--- src/hw/icache_pkg.sv ---
// icache_pkg: line geometry, read sizes, bridge transfer structs and FSM states
package icache_pkg;

    // line geometry
    localparam int OFFSET_BITS    = 4;
    localparam int BEATS_PER_LINE = 4;

    typedef logic [31:0] word_t;

    // lowest-address word sits in bits 127:96
    typedef logic [127:0] line_t;

    // read sizes as seen by the bridge
    typedef enum logic [2:0] {
        rd_byte = 3'b000,
        rd_half = 3'b001,
        rd_word = 3'b010,
        rd_line = 3'b100
    } rd_type_e;

    // cache to bridge, address is line aligned
    typedef struct packed {
        rd_type_e rd_type;
        word_t    addr;
    } rd_cmd_t;

    // bridge to cache, one beat per ret_valid
    typedef struct packed {
        word_t data;
        logic  last;
    } ret_beat_t;

    typedef enum logic [2:0] {
        cache_idle,
        cache_lookup,
        cache_hit_out,
        cache_request,
        cache_receive,
        cache_refill_wb
    } cache_state_e;

    typedef enum logic {
        bridge_idle,
        bridge_wait_beats
    } bridge_state_e;

endpackage
--- src/hw/line_read_bridge.sv ---
// line_read_bridge: turns a line read into a memory strobe and forwards four beats
`timescale 1ns/1ps

module line_read_bridge (
    input  logic                  clock,
    input  logic                  reset,
    // cache side
    input  logic                  rd_req,
    input  icache_pkg::rd_cmd_t   rd_cmd,
    output logic                  rd_rdy,
    output logic                  ret_valid,
    output icache_pkg::ret_beat_t ret_beat,
    // external memory side
    output logic                  mem_req,
    output icache_pkg::word_t     mem_addr,
    input  logic                  mem_valid,
    input  icache_pkg::word_t     mem_data
);
    localparam int BEATS    = icache_pkg::BEATS_PER_LINE;
    localparam int CNT_BITS = $clog2(BEATS);
    localparam logic [CNT_BITS-1:0] LAST_BEAT = CNT_BITS'(BEATS - 1);

    icache_pkg::bridge_state_e state;
    logic [CNT_BITS-1:0]       beat_cnt;
    logic                      cmd_take;
    logic                      last_beat;

    assign rd_rdy   = (state == icache_pkg::bridge_idle);
    assign cmd_take = rd_req && rd_rdy;

    assign last_beat = (beat_cnt == LAST_BEAT);

    always_ff @(posedge clock) begin
        if (reset) begin
            state    <= icache_pkg::bridge_idle;
            beat_cnt <= '0;
        end else begin
            case (state)
                icache_pkg::bridge_idle: begin
                    if (cmd_take) begin
                        state    <= icache_pkg::bridge_wait_beats;
                        beat_cnt <= '0;
                    end
                end
                icache_pkg::bridge_wait_beats: begin
                    if (mem_valid) begin
                        beat_cnt <= beat_cnt + 1'b1;
                        if (last_beat) begin
                            state <= icache_pkg::bridge_idle;
                        end
                    end
                end
                default: begin
                    state <= icache_pkg::bridge_idle;
                end
            endcase
        end
    end

    // one-cycle strobe right after the command edge
    always_ff @(posedge clock) begin
        if (reset) begin
            mem_req <= 1'b0;
        end else begin
            mem_req <= cmd_take;
        end
    end

    always_ff @(posedge clock) begin
        if (cmd_take) begin
            mem_addr <= rd_cmd.addr;
        end
    end

    // beats pass straight through
    assign ret_valid = mem_valid;
    assign ret_beat  = '{data: mem_data, last: last_beat};

    a_line_size_only: assert property (
        @(posedge clock) disable iff (reset)
        cmd_take |-> rd_cmd.rd_type == icache_pkg::rd_line
    );

    // memory answers only to an outstanding strobe
    a_no_beat_when_idle: assert property (
        @(posedge clock) disable iff (reset)
        mem_valid |-> state == icache_pkg::bridge_wait_beats
    );

endmodule

--- config.mk ---
export PLATFORM = sky130hd
export DESIGN_NAME = line_read_bridge
export DESIGN_NICKNAME = d
export VERILOG_FILES = /design/src/hw/icache_pkg.sv /design/src/hw/line_read_bridge.sv
export SDC_FILE = /design/constraint.sdc
export NUM_CORES = 1
export LEC_CHECK = 0
export ABC_AREA = 0
export BUFFER_PORTS_ARGS = -buffer_cell sky130_fd_sc_hd__buf_2
export CAP_MARGIN = 40
export CORE_UTILIZATION = 25
export DETAILED_ROUTE_END_ITERATION = 10
export GPL_TIMING_DRIVEN = 1
export SYNTH_ARGS = -nofsm -noshare
export SYNTH_HDL_FRONTEND = slang
export SYNTH_SLANG_ARGS = --single-unit
--- constraint.sdc ---
create_clock -name clock -period 1.8 [get_ports clock]
set_input_delay 0.09 -clock clock [delete_from_list [all_inputs] [get_ports clock]]
set_output_delay 0.09 -clock clock [all_outputs]
set_load 0.05 [all_outputs]
### Word-level counts from Yosys, hierarchy flattened

Cells that the tools add are included.

| operators by class | value |
|---|---|
| $lt $le $gt $ge | 0 |
| eq/ne operators | 3 |
| shift-type cells | 0 |
| add/sub/neg operators | 1 |
| div/mod/pow operators | 0 |
| multipliers | 0 |
| reductions and logical operators | 2 |
| bitwise logic cells | 1 |
| muxes and demuxes | 7 |

Operators with widths:

| operator | count |
|---|---|
| 2-bit two-way mux | 2 |
| 2-bit one-hot mux with 2 select lines | 1 |
| 1-bit two-way mux | 3 |
| 2-bit by 1-bit adder with 2-bit output (second input constant) | 1 |
| 2-bit equality test (second input constant) | 1 |
| 2-bit by 1-bit != test with 1-bit output (second input constant) | 1 |
| 2-bit != test (second input constant) | 1 |
| 1-bit one-hot mux with 2 select lines | 1 |
| 2-bit AND reduction | 1 |
| 1-bit logical AND | 1 |
| 1-bit inverter | 1 |

| storage, ports and cells | value |
|---|---|
| output and inout bits | 68 |
| ROM bits | 0 |
| memory bits (writable) | 0 |
| latch bits | 0 |
| memories kept | 0 |
| input bits | 71 |
| bits in registers | 36 |
| logic and storage cells | 18 |

### Depth between registers and ports, before layout

Gate-level depths: netlist of run 1.

| logic depth | value |
|---|---|
| word-level depth | 4 |
| mapped depth | 3 |
| gate-level depth less buffers | 3 |

### Worst setup path after synthesis of run 1

Ideal clock, no wire load.

| path | value |
|---|---|
| kind | reg2reg |
| start | register state |
| end | register mem_addr[0], enable pin |
| cell stages (with the launch flop) | 2 |
| data arrival time | 0.920 ns |
| clock period less this slack | 1.294 ns |
| setup slack | 0.506 ns |
| library setup time | 0.374 ns |
| data required time | 1.426 ns |
| buffers on the path | 0 |
| cells stage by stage | dfxtp_1 -> and2b_2 |

| between the ends | value |
|---|---|
| cells in the longest elaborated chain, start to end | 2 |

Ends and longest elaborated chain:

| what | line | source |
|---|---|---|
| start: declaration | line_read_bridge.sv:23 | `icache_pkg::bridge_state_e state;` |
| start signal: assignment | line_read_bridge.sv:35 | `state <= icache_pkg::bridge_idle;` |
| start signal: assignment | line_read_bridge.sv:41 | `state <= icache_pkg::bridge_wait_beats;` |
| start signal: assignment | line_read_bridge.sv:49 | `state <= icache_pkg::bridge_idle;` |
| 1-bit inverter | n/a |  |
| 1-bit logical AND | line_read_bridge.sv:29 | `assign cmd_take = rd_req && rd_rdy;` |
| via cmd_take | line_read_bridge.sv:25 | `logic cmd_take;` |
| end signal: assignment | line_read_bridge.sv:71 | `mem_addr <= rd_cmd.addr;` |
| end: declaration | line_read_bridge.sv:15 | `output icache_pkg::word_t mem_addr,` |

The timed path passes the listed nets, and every way through them passes these cells.
A chain may end at the register's enable or synchronous reset.

### Worst setup path in the final report of run 1

| path | value |
|---|---|
| start | register state |
| end | register mem_addr[9], enable pin |

The elaborated chain is that of the path after synthesis.

==> results of run 1 <==
[flip-flops by register name, summed over array words and instances (netlist names)]
register / cells
state: 1
mem_req: 1
mem_addr: 32
beat_cnt: 2
[kinds of logic after synthesis]
logic type	count (synthesis)	synth area share, %
flip-flops	36	74.8
buffers and inverters	35	18.6
AND/OR/NAND/NOR	5	2.43
AO/OA/AOI/OAI	4	2.25
multiplexers	1	1.08
adder cells (fa/ha/maj)	1	0.898
[worst max-delay path, delay by kind of cell (launching register included)]
family	cells	cell delay [ps]
DFF	1	370
buffers and inverters	1	210
and+or+nand+nor	1	430
[power breakdown]
part	switching, mW	internal, mW
clock network	0.256	0.306
logic	0.210	0.114
registers	0.0137	0.963
[layout by cell type, fill, tap and decap left out, types with 4 or more instances in the layout]
cell | synthesis | layout
buf_2 | 0 | 71
clkbuf_8 | 0 | 6
dfxtp_1 | 4 | 4
dlygate4sd3_1 | 0 | 32
edfxtp_1 | 32 | 32
[through the flow]
| stage | hold WS, ps | utilization [%] | power (mW) | setup WS, ps | instance area (um^2) |
|---|---|---|---|---|---|
| global route | 21.0 | 38.4 | 1.93 | 414 | 2010 |
| global placement | 180 | 30.6 | 1.27 | 483 | 1600 |
| detailed placement | 180 | 30.6 | 1.27 | 479 | 1600 |
| CTS | 7.01 | 38.2 | 1.89 | 468 | 2000 |
| finish | 29.3 | 38.4 | 1.86 | 484 | 2010 |
| floorplan | 155 | - | 1.37 | 506 | 1390 |
[what timing repair did]
item / 4_1_cts / 5_1_grt
endpoints found under the hold margin: 31 / 1
buffers inserted: 0 / 0
hold buffers: 31 / 1
gates resized for setup: 0 / 0
[metal layers]
metal  GRT usage, %  vias to the layer above  wire, um
met5              0                        -         0
met3           4.31                       26       283
met4           9.62                        0       232
li1               -                      407         -
met2           17.3                       63      1370
met1           9.16                      371      1040
[layout make-up]
| cell class | count | area [um^2] |
|---|---|---|
| Clock buffer | 7 | 86.3 |
| Tap cell | 70 | 87.6 |
| Multi-Input combinational cell | 11 | 92.6 |
| Fill cell | 499 | 3230 |
| Inverter | 1 | 3.75 |
| Clock inverter | 1 | 3.75 |
| Timing Repair Buffer | 104 | 696 |
| Sequential cell | 36 | 1040 |
[worst paths after layout]
check                        endpoint  slack, ps                startpoint
max             mem_addr[9]$_DFFE_PP_        480          state$_SDFF_PP0_
min          beat_cnt[0]$_SDFFE_PP0P_         30                     reset
max reg2reg     mem_addr[9]$_DFFE_PP_        480          state$_SDFF_PP0_
min reg2reg  beat_cnt[1]$_SDFFE_PP0P_        490  beat_cnt[1]$_SDFFE_PP0P_
==> flow_metrics.py, run 1 <==
metrics = {
    "run_status": {
        "status": "finished clean",
    },
    "timing": {
        "setup-tns-final_ps": 0,
        "fin_crit_sh_pct": 73.1,
        "worst_pin_slew_ps": 298,
        "period_needed_ps": 1320,
        "setup_violations": 0,
        "timing.fmax_mhz": 760,
        "finalHoldViolCount": 0,
        "finClkSkew_ps": 6.17,
        "relSlewSlack_pct": 80.1,
        "final-max-slew-violation-count": 0,
        "rsz0062_at_grt": "false",
    },
    "job": {
        "cap_violations": 0,
    },
    "yosys": {
        "syn_nets": 154,
        "syn_inst": 82,
        "netlist.area_leader.share_pct": 69.0,
        "synth_area_leaders": "edfxtp_1 69%, buf_4 18%, dfxtp_1 5.8%",
        "yosys_warnings": 0,
        "ys_types": 15,
        "synth-seq-cells": 36,
        "ys.flop_type": "edfxtp_1",
        "synth_top_cell_by_area": "edfxtp_1",
        "avgSynthCellArea_um2": 17.0,
        "syn_area_um2": 1390,
        "async_flop_share_pct": 0,
        "synth_edf_count": 32,
        "yosysMostFrequentCell": "buf_4",
        "yosys-top-cells-count": "34 x buf_4, 32 x edfxtp_1, 4 x dfxtp_1",
        "yosysSeqAreaShare_pct": 74.8,
    },
    "hold_path": {
        "hold_depth": 2,
        "hold_path_class": "input port to flop",
    },
    "final_layout": {
        "drive_above_1_share_pct": 50.6,
        "fin_cells": 230,
        "syn2layout_area_growth_pct": 44.4,
        "final_nets": 231,
        "antenna_cells": 0,
    },
    "worst_setup_path": {
        "path_max_fanout": 22,
        "cpPeakStageDelay_ps": 430,
        "startpoint_type": "flop",
        "cp.arrival_ps": 1300,
        "path_class": "flop to flop",
        "slowest_stage": "and2b_2",
        "ff2ff_path_depth": 2,
        "required_ps": 1780,
        "end_kind": "flop",
        "crit_chain": "and2b_2 > buf_12",
    },
    "clock_network": {
        "clock_latency_ps": 280,
        "cts_sinks": 36,
        "cts_buffers": 5,
        "clockBufferDepth": 2,
        "cts_max_level": 2,
        "clk_pin_slew_ps": 70,
        "cts-root-buf": "clkbuf_8",
        "cts_tree": "built",
    },
    "pwr": {
        "p_leak_nw": 0.846,
        "peakVddDrop_mv": 0.334,
        "cellPowerDensity_nw_per_um2": 926,
    },
    "grt": {
        "grt_usage_pct": 10.2,
        "antenna_found_initial": 0,
        "grt_pass1_wl_mm": 4.42,
        "grt_pass1_vias": 926,
        "grt_max_degree": 23,
        "grt-ovfl-total": 0,
    },
    "floorplan": {
        "die_h_um": 76.6,
        "die_w_um": 76.6,
        "core-area_um2": 5240,
        "pin_count": 139,
        "start_util_pct": 26.6,
        "dieArea_um2": 5870,
        "rows": 26,
    },
    "placement": {
        "dpl.cell_count": 190,
        "gp_congestion": 0.603,
        "io_buffers": 71,
        "place_hpwl_mm": 2.09,
    },
    "drt": {
        "ant_nets": 0,
        "drc": 0,
        "drtIter0Drc": 11,
        "vias_per_cell": 3.77,
        "num_vias": 867,
        "drt-pass1-iter-count": 4,
        "routed_wl_mm": 2.92,
        "wl_per_cell_um": 12.7,
    },
}
Power figures use the tool's default switching activity.
==> run 2, diff against run 1 <==
==> constraint.sdc (replaced) <==
create_clock -name clock -period 1.14 [get_ports clock]
set_input_delay 0.057 -clock clock [delete_from_list [all_inputs] [get_ports clock]]
set_output_delay 0.057 -clock clock [all_outputs]
set_load 0.05 [all_outputs]
==> run 2 against run 1 <==
Against the previous run:
- die area stayed put
- power is 60% higher
- global-route usage is 0.59 points lower
- critical path depth stayed put
- clock power is 62% higher
- register-to-register slack worse by 410 ps
- utilization is 1.0 points higher
- sequential power is 58% higher
- critical path type is now flop to output pin
- largest cell class unchanged
- largest power group unchanged
==> flow_metrics.py, run 2 (same netlist as run 1, synthesis figures left out) <==
metrics = {
    "timing": {
        "finalHoldViolCount": 0,
        "finClkSkew_ps": 3.62,
        "worst_pin_slew_ps": 264,
        "rsz0062_at_grt": "false",
        "final.setup.worst_slack_ps": 53.2,
        "period_needed_ps": 1090,
        "final-max-slew-violation-count": 0,
        "relSlewSlack_pct": 82.5,
        "setup_violations": 0,
        "timing.fmax_mhz": 920,
        "fin_crit_sh_pct": 95.3,
        "whs_ps": 31.6,
    },
    "placement": {
        "place_hpwl_mm": 1.85,
        "gp_congestion": 0.654,
        "dpl.cell_count": 192,
        "post-place-ws_ps": 76.6,
        "io_buffers": 71,
    },
    "final_layout": {
        "fin_cells": 233,
        "reg_top3": "mem_addr (32), beat_cnt (2)",
        "largest_reg_flops": 32,
        "final_util_pct": 39.4,
        "largest-register": "mem_addr",
        "n_fill_cell": 497,
        "antenna_cells": 0,
        "final_common_cell": "buf_2",
        "drive_above_1_share_pct": 52.1,
        "seq_area_um2": 1040,
        "mostFrequentLayoutCells": "69 x buf_2, 33 x dlygate4sd3_1, 32 x edfxtp_1, 6 x clkbuf_8, 3 x dfxtp_1",
        "final_nets": 234,
        "multi_input_area_um2": 93.8,
        "syn2layout_area_growth_pct": 48.2,
    },
    "pwr": {
        "peakVddDrop_mv": 0.441,
        "p_int_mw": 2.21,
        "cellPowerDensity_nw_per_um2": 1440,
        "p_leak_nw": 0.865,
        "clockPowerShare_pct": 30.5,
        "p_sw_uw": 772,
        "pwr-share-seq_pct": 51.6,
        "combinationalPowerShare_pct": 17.9,
        "p_total_mw": 2.98,
        "switching_share_pct": 25.9,
    },
    "worst_setup_path": {
        "cp.arrival_ps": 1030,
        "required_ps": 1080,
        "path_class": "flop to output pin",
        "startpoint_type": "flop",
        "path_max_fanout": 3,
        "end_kind": "output pin",
    },
    "clock_network": {
        "clk_pin_slew_ps": 70,
        "cts_max_level": 2,
        "postCtsSetupRepairBufs": 0,
        "cts_sinks": 36,
        "cts_buffers": 5,
        "clock_latency_ps": 280,
        "cts_tree": "built",
        "cts-root-buf": "clkbuf_8",
        "clockBufferDepth": 2,
    },
    "floorplan": {
        "core-area_um2": 5240,
        "rows": 26,
        "pin_count": 139,
        "die_w_um": 76.6,
        "die_h_um": 76.6,
        "start_util_pct": 26.6,
        "dieArea_um2": 5870,
    },
    "drt": {
        "wl_per_cell_um": 11.6,
        "drtIter0Drc": 20,
        "ant_nets": 0,
        "num_vias": 871,
        "vias_per_cell": 3.74,
        "drt-pass1-iter-count": 4,
        "routed_wl_mm": 2.71,
        "drc": 0,
    },
    "grt": {
        "grt_usage_pct": 9.65,
        "grt_max_degree": 21,
        "grt.busiest_layer": "met2",
        "grt_use_met3_pct": 5.63,
        "antenna_found_initial": 0,
        "grt-ovfl-total": 0,
        "grt_pass1_wl_mm": 4.28,
        "grt_pass1_vias": 929,
        "use_met2_pct": 16.2,
        "use_met1_pct": 9.53,
    },
    "job": {
        "cap_violations": 0,
    },
    "hold_path": {
        "hold_path_class": "input port to flop",
    },
    "run_status": {
        "status": "finished clean",
    },
}
run 2: worst max-delay path: stages (launching register included):
cell	delay, ps
dfxtp_1	370
ha_1	210
buf_6	170
run 2: final timing paths:
path         cells past startpoint                  endpoint                startpoint  slack, ps
max                              2               ret_beat[0]  beat_cnt[0]$_SDFFE_PP0P_         50
min                              2          state$_SDFF_PP0_                 mem_valid         30
max reg2reg                      2    mem_addr[26]$_DFFE_PP_          state$_SDFF_PP0_         70
min reg2reg                      1  beat_cnt[0]$_SDFFE_PP0P_  beat_cnt[0]$_SDFFE_PP0P_        490
run 2: timing repair:
| action | 4_1_cts | 5_1_grt |
|---|---|---|
| hold buffers | 33 | 0 |
| setup endpoints to repair | 1 | 2 |
| hold endpoints to repair | 35 | 0 |
| resized for setup | 1 | 2 |
run 2: per-layer routing:
layer	vias up	share of wire [%]
met4	0	2.0
met5	-	0
li1	415	-
met3	10	11
met1	373	38
met2	73	48
run 2: metrics by stage:
| stage | setup TNS (ps) | area, um^2 |
|---|---|---|
| after floorplan | -427 | 1400 |
| after global placement | 0 | 1630 |
| after detailed placement | 0 | 1630 |
| final | 0 | 2060 |
| after global routing | 0 | 2060 |
| after CTS | 0 | 2060 |
run 2: cell type report:
class / instances / area share [%]
repair buffers: 107 / 36.0
multi-input cells: 11 / 4.55
inverters: 1 / 0.182
flip-flops and latches: 36 / 50.5
well taps: 70 / 4.24
clock buffers: 7 / 4.18
clock inverters: 1 / 0.364
run 2: power by group through the flow:
stage / logic, mW / registers [mW] / clock network [mW]
after floorplan: 0.364 / 1.80 / 0
after global placement: 0.446 / 1.57 / 0
after detailed placement: 0.447 / 1.57 / 0
after global routing: 0.559 / 1.54 / 0.991
after CTS: 0.534 / 1.54 / 0.956
final: 0.532 / 1.54 / 0.910
==> run 3, diff against run 2 <==
--- a/config.mk
+++ b/config.mk
@@ -8,9 +8,10 @@
 export ABC_AREA = 0
 export BUFFER_PORTS_ARGS = -buffer_cell sky130_fd_sc_hd__buf_2
 export CAP_MARGIN = 40
-export CORE_UTILIZATION = 25
+export CORE_UTILIZATION = 32
 export DETAILED_ROUTE_END_ITERATION = 10
 export GPL_TIMING_DRIVEN = 1
+export PLACE_DENSITY = 0.76
 export SYNTH_ARGS = -nofsm -noshare
 export SYNTH_HDL_FRONTEND = slang
 export SYNTH_SLANG_ARGS = --single-unit
==> run 3 against run 2 <==
Against the previous run:
- critical path depth is 1 higher
- non-clock buffer count unchanged
- first-iteration DRC count rose to 4.0 times the previous value
- global-route usage grew 2.4 points
- flip-flop and latch count stayed put
- fmax grew 1.1%
- clock-buffer cell count shrank 1
- clock skew up 0.89 ps
- clock power rose by 15%
- sequential share of layout area grew 0.56 points
- sequential power is essentially flat
- critical endpoint is now rd_rdy
- largest power group unchanged
==> flow_metrics.py, run 3 (same netlist as run 1, synthesis figures left out) <==
metrics = {
    "run_status": {
        "status": "finished clean",
    },
    "pwr": {
        "p_leak_nw": 0.869,
        "cellPowerDensity_nw_per_um2": 1530,
        "peakVddDrop_mv": 0.467,
    },
    "timing": {
        "rsz0062_at_grt": "false",
        "final-max-slew-violation-count": 0,
        "timing.fmax_mhz": 930,
        "relSlewSlack_pct": 83.0,
        "fin_crit_sh_pct": 94.3,
        "period_needed_ps": 1080,
        "setup-tns-final_ps": 0,
        "whs_ps": 32.6,
        "final.setup.worst_slack_ps": 65.0,
        "finalHoldViolCount": 0,
        "finClkSkew_ps": 4.51,
        "worst_pin_slew_ps": 257,
        "setup_violations": 0,
    },
    "drt": {
        "vias_per_cell": 4.20,
        "wl_per_cell_um": 13.6,
        "num_vias": 894,
        "drt-pass1-iter-count": 3,
        "routed_wl_mm": 2.89,
        "drc": 0,
        "drtIter0Drc": 79,
        "ant_nets": 0,
    },
    "clock_network": {
        "cts_tree": "built",
        "clk_pin_slew_ps": 70,
        "cts_buffers": 5,
        "clock_latency_ps": 280,
        "cts_sinks": 36,
        "clockBufferDepth": 2,
        "cts-root-buf": "clkbuf_8",
        "cts_max_level": 2,
    },
    "placement": {
        "dpl.cell_count": 172,
        "place_area_um2": 1590,
        "post-place-ws_ps": 74.7,
        "gp_congestion": 0.631,
        "io_buffers": 71,
    },
    "floorplan": {
        "rows": 23,
        "start_util_pct": 34.1,
        "core-area_um2": 4090,
        "die_w_um": 68.0,
        "die_h_um": 68.0,
        "dieArea_um2": 4620,
        "pin_count": 139,
    },
    "final_layout": {
        "reg_top3": "mem_addr (32), beat_cnt (2)",
        "fin_cells": 213,
        "syn2layout_area_growth_pct": 46.7,
        "largest_reg_flops": 32,
        "drive_above_1_share_pct": 53.4,
        "antenna_cells": 0,
        "largest-register": "mem_addr",
        "mostFrequentLayoutCells": "69 x buf_2, 33 x dlygate4sd3_1, 32 x edfxtp_1, 5 x clkbuf_8",
        "design_area_um2": 2040,
        "n_fill_cell": 350,
        "final_common_cell": "buf_2",
        "final_nets": 234,
    },
    "grt": {
        "grt_usage_pct": 12.0,
        "grt_max_degree": 26,
        "grt-ovfl-total": 0,
        "grt_pass1_wl_mm": 3.93,
        "antenna_found_initial": 0,
        "grt_pass1_vias": 866,
    },
    "job": {
        "cap_violations": 0,
    },
    "worst_setup_path": {
        "cp.arrival_ps": 1020,
        "path_class": "flop to output pin",
        "path_max_fanout": 5,
        "end_kind": "output pin",
        "startpoint_type": "flop",
        "required_ps": 1080,
    },
    "hold_path": {
        "hold_path_class": "input port to flop",
    },
}
-- run 3: changes by cell type in the layout (fill, tap and decap cells not counted), sizes merged --
cell      change
clkinv        +1
clkbuf        -1
bufinv        +1
clkinvlp      -1
-- run 3: path summary, 6_finish.rpt --
| kind | startpoint | to | slack, ps | depth (start not counted) |
|---|---|---|---|---|
| worst max-delay path | state$_SDFF_PP0_ | rd_rdy | 60 | 3 |
| worst max register to register | state$_SDFF_PP0_ | mem_addr[16]$_DFFE_PP_ | 60 | 2 |
| worst min register to register | beat_cnt[0]$_SDFFE_PP0P_ | beat_cnt[0]$_SDFFE_PP0P_ | 440 | 1 |
| worst min-delay path | mem_valid | state$_SDFF_PP0_ | 30 | 2 |
-- run 3: stage by stage --
step / utilization [%] / total power [mW]
after CTS: 49.8 / 3.17
after floorplan: - / 2.16
after global placement: 39.0 / 2.00
after global routing: 50.0 / 3.26
after detailed placement: 39.0 / 2.01
final: 50.0 / 3.12
-- run 3: what timing repair did --
action	4_1_cts	5_1_grt
endpoints found under the setup margin	1	2
resized for setup	1	4
setup buffers	0	0
hold endpoints to repair	35	0
hold buffers	33	0
-- run 3: worst max-delay path: stages, from the launching register on --
cell and delay (ps):
dfxtp_2 340, buf_4 140, inv_1 50, clkbuf_4 210
-- run 3: report_power, final --
| group | total [mW] | switching [mW] | internal (mW) |
|---|---|---|---|
| clock | 1.05 | 0.406 | 0.648 |
| combinational | 0.528 | 0.336 | 0.192 |
| sequential | 1.54 | 0.0199 | 1.52 |
| total | 3.12 | 0.762 | 2.36 |
-- run 3: final cells by class --
cell class | instances | area, um^2 | area share (%)
Sequential cell | 36 | 1040 | 51.1
Timing Repair Buffer | 107 | 729 | 35.7
Tap cell | 50 | 62.6 | 3.06
Clock inverter | 2 | 35.0 | 1.71
Multi-Input combinational cell | 11 | 96.3 | 4.72
Inverter | 1 | 3.75 | 0.184
Clock buffer | 6 | 72.6 | 3.55
-- run 3: per-layer routing --
metal,vias up,GRT usage (%),part of all wire [%]
li1,414,-,-
met1,395,11.5,37
met2,65,20.3,45
met3,20,6.17,16
met4,0,7.29,2.9
met5,-,0,0
